`src/rtl/audio_pkg.sv`:
```
package audio_pkg;

	// AC-link frame geometry
	localparam int frame_bits = 256;
	localparam int tag_bits = 16;
	localparam int slot_bits = 20;
	localparam int pad_bits = frame_bits - tag_bits - 4 * slot_bits; // Slots 5 to 12
	localparam int cnt_w = $clog2(frame_bits);

	// Sample FIFO
	localparam int fifo_depth = 16;
	localparam int fifo_level_w = 5;
	localparam int fifo_ptr_w = fifo_level_w - 1;
	localparam int sample_w = 32; // Left in upper half, right in lower half

	// Register fields
	localparam int addr_w = 4;
	localparam int half_w = 16; // PCM sample, volume and underrun count width

	typedef enum logic [addr_w-1:0] {
		addr_ctrl   = 4'h0,
		addr_status = 4'h4,
		addr_sample = 4'h8,
		addr_volume = 4'hC
	} reg_addr_e;

	// Codec register indices, as carried in slot 1
	typedef enum logic [6:0] {
		codec_master_vol = 7'h02,
		codec_pcm_vol    = 7'h18
	} codec_reg_e;

	typedef enum logic [1:0] {
		conf_idle,
		conf_master,
		conf_pcm
	} conf_state_e;

	typedef enum logic {
		link_reset,
		link_run
	} link_state_e;

endpackage

```
`src/rtl/ac97_slot_if.sv`:
```
interface ac97_slot_if;

	logic strobe; // One cycle at the last bit of a frame

	logic [audio_pkg::slot_bits-1:0] slot1;
	logic slot1_valid;
	logic [audio_pkg::slot_bits-1:0] slot2;
	logic slot2_valid;
	logic [audio_pkg::slot_bits-1:0] slot3;
	logic slot3_valid;
	logic [audio_pkg::slot_bits-1:0] slot4;
	logic slot4_valid;

	modport link (
		output strobe,
		input  slot1, slot1_valid, slot2, slot2_valid,
		input  slot3, slot3_valid, slot4, slot4_valid
	);

	modport pcm (
		input  strobe,
		output slot3, slot3_valid, slot4, slot4_valid
	);

	modport conf (
		input  strobe,
		output slot1, slot1_valid, slot2, slot2_valid
	);

endinterface

```
`src/rtl/audio_apb_regs.sv`:
```
module audio_apb_regs (
	input  logic                                ac97_bitclk,
	input  logic                                ac97_reset_b,
	input  logic                                psel,
	input  logic                                penable,
	input  logic                                pwrite,
	input  logic [audio_pkg::addr_w-1:0]        paddr,
	input  logic [31:0]                         pwdata,
	input  logic                                full,
	input  logic [audio_pkg::fifo_level_w-1:0]  level,
	input  logic [audio_pkg::half_w-1:0]        underrun_count,
	output logic [31:0]                         prdata,
	output logic                                pready,
	output logic                                pslverr,
	output logic                                push,
	output logic [audio_pkg::sample_w-1:0]      push_data,
	output logic                                play,
	output logic                                conf_en,
	output logic [audio_pkg::half_w-1:0]        master_vol,
	output logic [audio_pkg::half_w-1:0]        pcm_vol
);

	logic access;
	logic wr;
	logic rd;
	logic mapped;
	logic is_sample;
	audio_pkg::reg_addr_e addr;

	assign access = psel & penable;
	assign wr = access & pwrite;
	assign rd = access & ~pwrite;
	assign addr = audio_pkg::reg_addr_e'(paddr);
	assign is_sample = (addr == audio_pkg::addr_sample);

	assign pready = access; // No wait states

	// Read mux and address decode
	always_comb begin
		mapped = 1'b1;
		prdata = '0;
		case (addr)
			audio_pkg::addr_ctrl: prdata[1:0] = {conf_en, play};
			audio_pkg::addr_status: begin
				prdata[audio_pkg::fifo_level_w-1:0] = level;
				prdata[8 +: audio_pkg::half_w] = underrun_count;
			end
			audio_pkg::addr_sample: prdata = '0; // Write only
			audio_pkg::addr_volume: prdata = {pcm_vol, master_vol};
			default: mapped = 1'b0;
		endcase
	end

	// Sample reads and writes into a full FIFO are rejected
	assign pslverr = (access & ~mapped) | (is_sample & (rd | (wr & full)));

	assign push = wr & is_sample & ~full;
	assign push_data = pwdata;

	always_ff @(posedge ac97_bitclk or negedge ac97_reset_b) begin
		if (!ac97_reset_b) begin
			play <= 1'b0;
			conf_en <= 1'b0;
			master_vol <= '0;
			pcm_vol <= '0;
		end else if (wr) begin
			case (addr)
				audio_pkg::addr_ctrl: begin
					play <= pwdata[0];
					conf_en <= pwdata[1];
				end
				audio_pkg::addr_volume: begin
					master_vol <= pwdata[audio_pkg::half_w-1:0];
					pcm_vol <= pwdata[31 -: audio_pkg::half_w];
				end
				default: ;
			endcase
		end
	end

endmodule

```
`src/rtl/sample_fifo.sv`:
```
module sample_fifo (
	input  logic                                ac97_bitclk,
	input  logic                                ac97_reset_b,
	input  logic                                push,
	input  logic [audio_pkg::sample_w-1:0]      push_data,
	input  logic                                pop,
	output logic [audio_pkg::sample_w-1:0]      pop_data,
	output logic                                empty,
	output logic                                full,
	output logic [audio_pkg::fifo_level_w-1:0]  level
);

	logic [audio_pkg::sample_w-1:0] mem [audio_pkg::fifo_depth];
	logic [audio_pkg::fifo_ptr_w-1:0] wr_ptr;
	logic [audio_pkg::fifo_ptr_w-1:0] rd_ptr;
	logic do_push;
	logic do_pop;

	assign do_push = push & ~full;
	assign do_pop = pop & ~empty;

	assign pop_data = mem[rd_ptr]; // Head word visible without a pop
	assign empty = (level == '0);
	assign full = (level == audio_pkg::fifo_level_w'(audio_pkg::fifo_depth));

	always_ff @(posedge ac97_bitclk) begin
		if (do_push)
			mem[wr_ptr] <= push_data;
	end

	// Depth is a power of two so the pointers wrap on their own
	always_ff @(posedge ac97_bitclk or negedge ac97_reset_b) begin
		if (!ac97_reset_b) begin
			wr_ptr <= '0;
			rd_ptr <= '0;
			level <= '0;
		end else begin
			if (do_push)
				wr_ptr <= wr_ptr + 1'b1;
			if (do_pop)
				rd_ptr <= rd_ptr + 1'b1;
			case ({do_push, do_pop})
				2'b10: level <= level + 1'b1;
				2'b01: level <= level - 1'b1;
				default: level <= level; // Both or neither
			endcase
		end
	end

endmodule

```
`src/rtl/pcm_slot_packer.sv`:
```
module pcm_slot_packer (
	input  logic                            ac97_bitclk,
	input  logic                            ac97_reset_b,
	input  logic                            play,
	input  logic [audio_pkg::sample_w-1:0]  pop_data,
	input  logic                            empty,
	output logic                            pop,
	output logic [audio_pkg::half_w-1:0]    underrun_count,
	ac97_slot_if.pcm                        slot
);

	localparam int pad_w = audio_pkg::slot_bits - audio_pkg::half_w;

	logic underrun;

	// One FIFO word per frame, taken at the strobe
	assign pop = slot.strobe & play & ~empty;
	assign underrun = slot.strobe & play & empty;

	always_ff @(posedge ac97_bitclk or negedge ac97_reset_b) begin
		if (!ac97_reset_b) begin
			slot.slot3_valid <= 1'b0;
			slot.slot4_valid <= 1'b0;
			underrun_count <= '0;
		end else if (slot.strobe) begin
			slot.slot3_valid <= pop; // Low on underrun or when stopped
			slot.slot4_valid <= pop;
			if (underrun && underrun_count != '1)
				underrun_count <= underrun_count + 1'b1;
		end
	end

	// 16-bit samples sit in the upper bits of the 20-bit slots
	always_ff @(posedge ac97_bitclk) begin
		if (pop) begin
			slot.slot3 <= {pop_data[audio_pkg::sample_w-1 -: audio_pkg::half_w],
				{pad_w{1'b0}}};
			slot.slot4 <= {pop_data[audio_pkg::half_w-1:0], {pad_w{1'b0}}};
		end
	end

endmodule

```
`src/rtl/ac97_conf.sv`:
```
module ac97_conf (
	input  logic                          ac97_bitclk,
	input  logic                          ac97_reset_b,
	input  logic                          conf_en,
	input  logic [audio_pkg::half_w-1:0]  master_vol,
	input  logic [audio_pkg::half_w-1:0]  pcm_vol,
	ac97_slot_if.conf                     slot
);

	localparam int pad_w = audio_pkg::slot_bits - audio_pkg::half_w;

	audio_pkg::conf_state_e state;
	audio_pkg::conf_state_e state_nxt;

	// Slot 1 write command, bit 19 low for a write
	function automatic logic [audio_pkg::slot_bits-1:0] write_cmd(
		audio_pkg::codec_reg_e idx);
		return {1'b0, idx, 12'b0};
	endfunction

	always_comb begin
		if (!conf_en)
			state_nxt = audio_pkg::conf_idle;
		else if (state == audio_pkg::conf_master)
			state_nxt = audio_pkg::conf_pcm;
		else
			state_nxt = audio_pkg::conf_master; // From idle or after PCM write
	end

	always_ff @(posedge ac97_bitclk or negedge ac97_reset_b) begin
		if (!ac97_reset_b) begin
			state <= audio_pkg::conf_idle;
			slot.slot1_valid <= 1'b0;
			slot.slot2_valid <= 1'b0;
		end else if (slot.strobe) begin
			state <= state_nxt;
			slot.slot1_valid <= (state_nxt != audio_pkg::conf_idle);
			slot.slot2_valid <= (state_nxt != audio_pkg::conf_idle);
		end
	end

	always_ff @(posedge ac97_bitclk) begin
		if (slot.strobe) begin
			if (state_nxt == audio_pkg::conf_pcm) begin
				slot.slot1 <= write_cmd(audio_pkg::codec_pcm_vol);
				slot.slot2 <= {pcm_vol, {pad_w{1'b0}}};
			end else begin
				slot.slot1 <= write_cmd(audio_pkg::codec_master_vol);
				slot.slot2 <= {master_vol, {pad_w{1'b0}}};
			end
		end
	end

endmodule

```
`src/rtl/ac_link_tx.sv`:
```
module ac_link_tx (
	input  logic       ac97_bitclk,
	input  logic       ac97_reset_b,
	output logic       ac97_sync,
	output logic       ac97_sdata_out,
	ac97_slot_if.link  slot
);

	localparam int sb = audio_pkg::slot_bits;
	localparam int fb = audio_pkg::frame_bits;

	audio_pkg::link_state_e state;
	logic [audio_pkg::cnt_w-1:0] cnt;
	logic [audio_pkg::tag_bits-1:0] tag;
	logic [fb-1:0] frame;
	logic [fb-2:0] shreg; // Rest of the frame after its first bit
	logic any_valid;

	assign any_valid = slot.slot1_valid | slot.slot2_valid |
		slot.slot3_valid | slot.slot4_valid;

	assign tag = {any_valid, slot.slot1_valid, slot.slot2_valid,
		slot.slot3_valid, slot.slot4_valid, {(audio_pkg::tag_bits - 5){1'b0}}};

	// Invalid slots go out as zeros
	assign frame = {
		tag,
		slot.slot1 & {sb{slot.slot1_valid}},
		slot.slot2 & {sb{slot.slot2_valid}},
		slot.slot3 & {sb{slot.slot3_valid}},
		slot.slot4 & {sb{slot.slot4_valid}},
		{audio_pkg::pad_bits{1'b0}}
	};

	assign slot.strobe = (cnt == audio_pkg::cnt_w'(fb - 1));

	// Pins show bit n of the frame in the cycle after count n
	always_ff @(posedge ac97_bitclk or negedge ac97_reset_b) begin
		if (!ac97_reset_b) begin
			state <= audio_pkg::link_reset;
			cnt <= '0;
			ac97_sync <= 1'b0;
			ac97_sdata_out <= 1'b0;
		end else begin
			case (state)
				audio_pkg::link_reset: state <= audio_pkg::link_run; // Count held at 0
				audio_pkg::link_run: begin
					cnt <= cnt + 1'b1; // Wraps at frame end
					ac97_sync <= (cnt < audio_pkg::cnt_w'(audio_pkg::tag_bits));
					ac97_sdata_out <= (cnt == '0) ? frame[fb-1] : shreg[fb-2];
				end
				default: state <= audio_pkg::link_reset;
			endcase
		end
	end

	// Frame latched at count 0, then shifted MSB first
	always_ff @(posedge ac97_bitclk) begin
		if (state == audio_pkg::link_run) begin
			if (cnt == '0)
				shreg <= frame[fb-2:0];
			else
				shreg <= {shreg[fb-3:0], 1'b0};
		end
	end

endmodule

```
`src/rtl/audio_top.sv`:
```
module audio_top (
	input  logic                          ac97_bitclk,
	input  logic                          ac97_reset_b,
	input  logic                          psel,
	input  logic                          penable,
	input  logic                          pwrite,
	input  logic [audio_pkg::addr_w-1:0]  paddr,
	input  logic [31:0]                   pwdata,
	output logic [31:0]                   prdata,
	output logic                          pready,
	output logic                          pslverr,
	output logic                          ac97_sync,
	output logic                          ac97_sdata_out
);

	logic push;
	logic [audio_pkg::sample_w-1:0] push_data;
	logic pop;
	logic [audio_pkg::sample_w-1:0] pop_data;
	logic empty;
	logic full;
	logic [audio_pkg::fifo_level_w-1:0] level;
	logic play;
	logic conf_en;
	logic [audio_pkg::half_w-1:0] master_vol;
	logic [audio_pkg::half_w-1:0] pcm_vol;
	logic [audio_pkg::half_w-1:0] underrun_count;

	ac97_slot_if u_slot ();

	audio_apb_regs u_regs (
		.ac97_bitclk    (ac97_bitclk),
		.ac97_reset_b   (ac97_reset_b),
		.psel           (psel),
		.penable        (penable),
		.pwrite         (pwrite),
		.paddr          (paddr),
		.pwdata         (pwdata),
		.full           (full),
		.level          (level),
		.underrun_count (underrun_count),
		.prdata         (prdata),
		.pready         (pready),
		.pslverr        (pslverr),
		.push           (push),
		.push_data      (push_data),
		.play           (play),
		.conf_en        (conf_en),
		.master_vol     (master_vol),
		.pcm_vol        (pcm_vol)
	);

	sample_fifo u_fifo (
		.ac97_bitclk  (ac97_bitclk),
		.ac97_reset_b (ac97_reset_b),
		.push         (push),
		.push_data    (push_data),
		.pop          (pop),
		.pop_data     (pop_data),
		.empty        (empty),
		.full         (full),
		.level        (level)
	);

	pcm_slot_packer u_packer (
		.ac97_bitclk    (ac97_bitclk),
		.ac97_reset_b   (ac97_reset_b),
		.play           (play),
		.pop_data       (pop_data),
		.empty          (empty),
		.pop            (pop),
		.underrun_count (underrun_count),
		.slot           (u_slot)
	);

	ac97_conf u_conf (
		.ac97_bitclk  (ac97_bitclk),
		.ac97_reset_b (ac97_reset_b),
		.conf_en      (conf_en),
		.master_vol   (master_vol),
		.pcm_vol      (pcm_vol),
		.slot         (u_slot)
	);

	ac_link_tx u_link (
		.ac97_bitclk    (ac97_bitclk),
		.ac97_reset_b   (ac97_reset_b),
		.ac97_sync      (ac97_sync),
		.ac97_sdata_out (ac97_sdata_out),
		.slot           (u_slot)
	);

endmodule

```
`config.mk`:
```
export PLATFORM = sky130hd
export DESIGN_NAME = audio_top
export DESIGN_NICKNAME = d
export VERILOG_FILES = /design/src/rtl/audio_pkg.sv /design/src/rtl/ac97_slot_if.sv /design/src/rtl/audio_apb_regs.sv /design/src/rtl/sample_fifo.sv /design/src/rtl/pcm_slot_packer.sv /design/src/rtl/ac97_conf.sv /design/src/rtl/ac_link_tx.sv /design/src/rtl/audio_top.sv
export SDC_FILE = /design/constraint.sdc
export NUM_CORES = 1
export LEC_CHECK = 0
export BUFFER_PORTS_ARGS = -buffer_cell sky130_fd_sc_hd__buf_2
export CORE_ASPECT_RATIO = 0.8
export CORE_UTILIZATION = 50
export DETAILED_ROUTE_END_ITERATION = 12
export PLACE_DENSITY = 0.76
export SETUP_SLACK_MARGIN = 0.05
export SLEW_MARGIN = 5
export SYNTH_ARGS = -nofsm -noshare
export SYNTH_HDL_FRONTEND = slang
export SYNTH_SLANG_ARGS = --single-unit
export TNS_END_PERCENT = 50
```
`constraint.sdc`:
```
create_clock -name ac97_bitclk -period 14.3 [get_ports ac97_bitclk]
set_input_delay 2.145 -clock ac97_bitclk [delete_from_list [all_inputs] [get_ports ac97_bitclk]]
set_output_delay 2.145 -clock ac97_bitclk [all_outputs]
set_load 0.01 [all_outputs]
```
# Yosys cells after proc, flatten, opt, wreduce, memory -nomap -nowiden

Memories as Yosys holds them, arrays and structs flattened. A register that Yosys moved wholly into a read port is not among the register bits.
Cells that the tools add are included.

Add/subtract/negate cells: 6
Order comparisons: 1
Eq/ne operators: 10
Mux-type cells: 15
Bitwise gates (word level): 25
Reduce and logical (&&, ||, !) cells: 10

Operators by type and width:

| cell                    | number |
|---|---|
| $mux W255               | 1 |
| $and A20 B20 Y20        | 4 |
| $pmux W16 S2            | 1 |
| $mux W20                | 1 |
| $mux W17                | 1 |
| $add A16 B1 Y16 const B | 1 |
| $ne A16 B16 Y1 const B  | 1 |
| $and A1 B1 Y1           | 13 |
| $pmux W5 S2             | 1 |
| $add A4 B1 Y4 const B   | 2 |
| $add A8 B1 Y8 const B   | 1 |
| $eq A4 B4 Y1 const B    | 2 |
| $eq A8 B8 Y1 const B    | 1 |
| $logic_not A8 Y1        | 1 |
| $lt A8 B5 Y1 const B    | 1 |
| $mux W8                 | 1 |
| $pmux W2 S3             | 1 |
| $pmux W3 S2             | 1 |
| $reduce_and A2 Y1       | 3 |
| $add A5 B1 Y5 const B   | 1 |
| $eq A5 B5 Y1 const B    | 1 |
| $logic_not A5 Y1        | 1 |
| $sub A5 B1 Y5 const B   | 1 |
| $eq A2 B1 Y1 const B    | 2 |
| 11 further kinds        | 23 |

Flip-flop bits (word level): 373
RAM bits: 512
Input port bits: 41
Output and inout bits: 36
Logic and storage cells: 87
Memories: 1

Memory list:

| memory     | words | width | read ports | clocked after Yosys merged registers in | wr ports | RTL line          | source |
|---|---|---|---|---|---|---|---|
| u_fifo.mem | 16    | 32    | 1          | 1                                       | 1        | sample_fifo.sv:13 | `logic [audio_pkg::sample_w-1:0] mem [audio_pkg::fifo_depth];` |

# Longest topological paths before layout

Depth in word-level cells: 7
Mapped depth: 15
Depth with buffers taken out: 13

# Hierarchy

From an unflattened synthesis, not the netlist that was laid out.

Cells, all modules: 1,779
Area, all modules: 30,321.6 µm²

Modules (own cells, without submodules):

| module          | times used | cells an instance | area an instance (µm²) |
|---|---|---|---|
| sample_fifo     | 1          | 1,012             | 20,408.3 |
| ac_link_tx      | 1          | 414               | 4,998.5 |
| audio_apb_regs  | 1          | 161               | 1,944.4 |
| pcm_slot_packer | 1          | 120               | 1,885.6 |
| ac97_conf       | 1          | 72                | 1,084.8 |

# Worst setup path before layout

OpenSTA, ideal clock, no wires.

Kind: input port to flip-flop
Start point: in paddr[1] (netlist bit)
End point: mem u_fifo.mem[0][0] (netlist bit) (enable)
Setup time: 0.501 ns
Arrival: 6.145 ns
Setup slack: 7.654 ns
Cell stages on the path: 4
Path through: or2_1 -> a2111oi_4 -> inv_2 -> nor4_1

Word-level cells in the longest chain between the ends: 6

Ends and longest elaborated chain:

| item                          | RTL line             | source |
|---|---|---|
| start, declared               | audio_top.sv:7       | `input logic [audio_pkg::addr_w-1:0] paddr,` |
| $eq A4 B4 Y1                  | audio_apb_regs.sv:34 | `assign is_sample = (addr == audio_pkg::addr_sample);` |
| $and A1 B1 Y1 (2 in series)   | audio_apb_regs.sv:57 | `assign push = wr & is_sample & ~full;` |
| $and A1 B1 Y1                 | sample_fifo.sv:19    | `assign do_push = push & ~full;` |
| $mux W1                       | sample_fifo.sv:27    | `if (do_push)` |
| $mux W1 (implied by the code) | sample_fifo.sv:28    | `mem[wr_ptr] <= push_data;` |
| end, declared                 | sample_fifo.sv:13    |  |

Every way passes these cells.

# Final worst setup path

Start point: in paddr[1] (netlist bit)
End point: out prdata[19]

Word-level cells in the longest chain between the ends: 2

Ends and longest elaborated chain:

| item                                                | RTL line             | source |
|---|---|---|
| $eq A4 B4 Y1 / $eq A4 B3 Y1 (equally long branches) | audio_apb_regs.sv:42 | `case (addr)` |
| $pmux W16 S2 (*)                                    | audio_apb_regs.sv:42 |  |
| end, declared                                       | audio_top.sv:9       | `output logic [31:0] prdata,` |

Mark *: on every way between the ends. The rest lies on a longest branch, timed or not.

==> flow_metrics.env <==
export IMPL_outcome="completed"
export IMPL_seq_area_frac_synth=0.746
export IMPL_die_w_um=271
export IMPL_combPwrFrac=0.046
export IMPL_clock_sinks=731
export IMPL_synthTopCellsByArea="edfxtp_1, dfrtp_1, mux4_2"
export IMPL_synthFlopType="edfxtp_1"
export IMPL_muxShareOfSynthArea=0.111
export IMPL_syn_nets=1770
export IMPL_p_clk_frac=0.398
export IMPL_cp_data_required_time_ps=12150
export IMPL_cts_buffers=68
export IMPL_synth_avg_cell_area_um2=16.8
export IMPL_grt_pass1_vias=15700
export IMPL_final_antenna_net_count=0
export IMPL_async_reset_ff_frac=0.107
export IMPL_routed_wl_um=62600
export IMPL_hold_buffers=0
export IMPL_arrival_ps=3930
export IMPL_synthCells=1716
export IMPL_vias=15600
export IMPL_clk_pin_slew_ps=60
export IMPL_drive_gt1_frac=0.201
export IMPL_area_growth_pct=11.8
export IMPL_dpl_hpwl_um=35500
export IMPL_crit_path_start_kind="primary input"
export IMPL_max_slew_worst_pin_slew_ps=1320
export IMPL_wl_per_cell_um=24.0
export IMPL_p_int_mw=3.50
export IMPL_synth_top_family_by_area="multiplexers"
export IMPL_end_kind="output port"
export IMPL_synthSimpleGateAreaFrac=0.0662
export IMPL_max_vdd_ir_drop_uv=93.4
export IMPL_synthXorXnorAreaFrac=0.00940
export IMPL_die_y_um=217
export IMPL_synth_fa_ha_area_frac=0.00589
export IMPL_place_area_um2=30100
export IMPL_synth_edf_count=653
export IMPL_synth_compound_area_frac=0.0456
export IMPL_synth_most_common_cell="edfxtp_1"
export IMPL_final_nets=1850
export IMPL_finClkSkew_ps=23.7
export IMPL_synth_cell_types=49
export IMPL_crit_fanout=19
export IMPL_p_per_area_nw_per_um2=138
export IMPL_rsz0062_at_grt="no"
export IMPL_drt_initial_drc_count=1640
export IMPL_antenna_found_initial=1
export IMPL_synth_common_cells="edfxtp_1, nand2_1, mux2i_1"
export IMPL_setup_viol=0
export IMPL_cts_setup_buffers=0
export IMPL_period_minus_slack_ps=6070
export IMPL_io_pins=77
export IMPL_finalCritPeriodShare=0.425
export IMPL_hold_viol_final=0
export IMPL_hp_class="flip-flop to flip-flop"
export IMPL_criticalPathCategory="primary input to output port"
export IMPL_yosys_area_top_type="edfxtp_1"
export IMPL_p_sw_uw=947
export IMPL_swShare=0.213
export IMPL_synth_top_area_frac=0.679
export IMPL_insertion_delay_ps=590
export IMPL_drv_slew=0
export IMPL_place_ws_ps=8290
export IMPL_rr_startpoint="u_link.cnt[0]"
export IMPL_vias_per_cell=6.00
export IMPL_hold_start="u_link.ac97_sdata_out"
export IMPL_drt_pre_antenna_iters=5
export IMPL_total_power_mw=4.45
export IMPL_cts_max_level=3
export IMPL_max_cap_viol_count=0
export IMPL_remaining_drc_errors=0
export IMPL_gp_congestion=0.842
export IMPL_io_buffers=76
export IMPL_grt_max_degree=92
export IMPL_yosys_warnings=0
export IMPL_overflow=0
export IMPL_cts_root_buf="clkbuf_16"
export IMPL_grt_usage=0.215
export IMPL_fin_tns_setup_ps=0
export IMPL_seq_power_share=0.555
export IMPL_crit_start="paddr[1]"
export IMPL_p_leak_nw=11.0
export IMPL_fmax_ghz=0.165
export IMPL_synth_seq_cells=731
export IMPL_die_area_um2=58800
export IMPL_final_util=0.568
export IMPL_postLayoutCellArea_um2=32300
export IMPL_cts_buffer_depth=3
export IMPL_cts_resized=0
export IMPL_cts_tree="built"
export IMPL_syn_area_um2=28900
export IMPL_initial_core_util=0.508
export IMPL_max_slew_margin=0.118
export IMPL_core_area_um2=56900
export IMPL_final_setup_worst_slack_ps=8230
export IMPL_grt_pass1_wl_um=94500
export IMPL_std_cell_rows=78
==> final timing paths <==
check,cells past startpoint,slack (ps),end
max in group asynchronous,1,11730,u_link.state
setup reg to reg,14,9790,u_fifo.level[4]
setup / recovery,6,8230,prdata[19]
min in group asynchronous,1,1770,u_link.ac97_sdata_out
hold reg to reg,1,510,u_link.ac97_sdata_out
hold / removal,1,510,u_link.ac97_sdata_out
==> area by class of cell <==
class,instances,area (um^2)
tap,760,951
fill,4165,24600
clock inverter,30,255
multi-input combinational,875,6970
antenna,1,2.50
inverter,17,63.8
clock buffer,89,1920
sequential,731,21600
timing repair buffer,103,586
==> critical path, cell delays in order <==
cell and delay, ps:
buf_2 110, nor2_1 190, nand2_1 90, nor2_1 950, a22o_1 290, buf_2 130
==> cell usage in the layout (no fill, tap or decap), types with 4 or more instances in the layout <==
cell / n
nor3_2: 5
nor2_1: 14
ha_1: 12
buf_2: 75
a22oi_1: 34
and2_1: 49
edfxtp_1: 653
nand4_1: 10
and3_1: 7
o21ai_0: 75
clkinv_2: 9
and2_2: 4
inv_1: 14
clkinv_1: 12
nor2_4: 4
nand3_1: 61
clkbuf_1: 13
xnor2_1: 20
xor2_1: 11
mux4_2: 64
mux2_2: 69
nor4_2: 6
clkbuf_16: 73
bufinv_16: 4
a22o_1: 19
dfrtp_1: 73
nand2_1: 216
a221oi_1: 32
mux2i_1: 97
a21oi_1: 36
buf_4: 28
==> layer usage <==
metal | up-vias | wire length [um] | share of wire | GRT usage
li1 | 6773 | - | - | -
met1 | 8106 | 25700 | 0.41 | 0.293
met2 | 640 | 30000 | 0.48 | 0.343
met3 | 114 | 5290 | 0.084 | 0.0517
met4 | 0 | 1570 | 0.025 | 0.0693
met5 | - | 0 | 0 | 0
==> sequential cells by signal (all words and copies together) (netlist names) <==
| name | cells |
|---|---|
| u_fifo.mem | 512 |
| u_link.shreg | 91 |
| u_conf.slot.slot2 | 16 |
| u_packer.slot.slot3 | 16 |
| u_packer.slot.slot4 | 16 |
| u_packer.underrun_count | 16 |
| u_regs.master_vol | 16 |
| u_regs.pcm_vol | 16 |
| u_link.cnt | 8 |
| u_fifo.level | 5 |
| u_fifo.rd_ptr | 4 |
| u_fifo.wr_ptr | 4 |
| u_conf.slot.slot1 | 2 |
| u_conf.state | 2 |
| u_conf.slot.slot2_valid | 1 |
| u_link.ac97_sdata_out | 1 |
| u_link.ac97_sync | 1 |
| u_link.state | 1 |
| u_packer.slot.slot3_valid | 1 |
| u_regs.conf_en | 1 |
| u_regs.play | 1 |
==> power by group through the flow <==
stage,clock (mW),sequential (mW),combinational [mW]
after floorplan,0,2.49,0.125
after global placement,0,2.51,0.194
after detailed placement,0,2.51,0.207
after CTS,1.79,2.47,0.208
after global routing,1.87,2.48,0.230
final,1.77,2.47,0.206
==> per-stage QoR <==
step,std cells,hold slack [ps]
floorplan,1716,456
global placement,2486,471
detailed placement,2486,488
CTS,2605,501
global route,2606,514
finish,2606,507
==> cells by family (layout without fill, tap and decap cells) <==
| group | after synthesis | after routing |
|---|---|---|
| and+or+nand+nor | 398 | 398 |
| adders and majority gates | 13 | 13 |
| muxes | 231 | 231 |
| buffers and inverters | 110 | 239 |
| DFF | 731 | 731 |
| xor gates and xnor gates | 31 | 31 |
| other | 1 | 2 |
| AOI/OAI and AO/OA | 201 | 201 |
No activity file was read; power rests on OpenSTA's default activity.
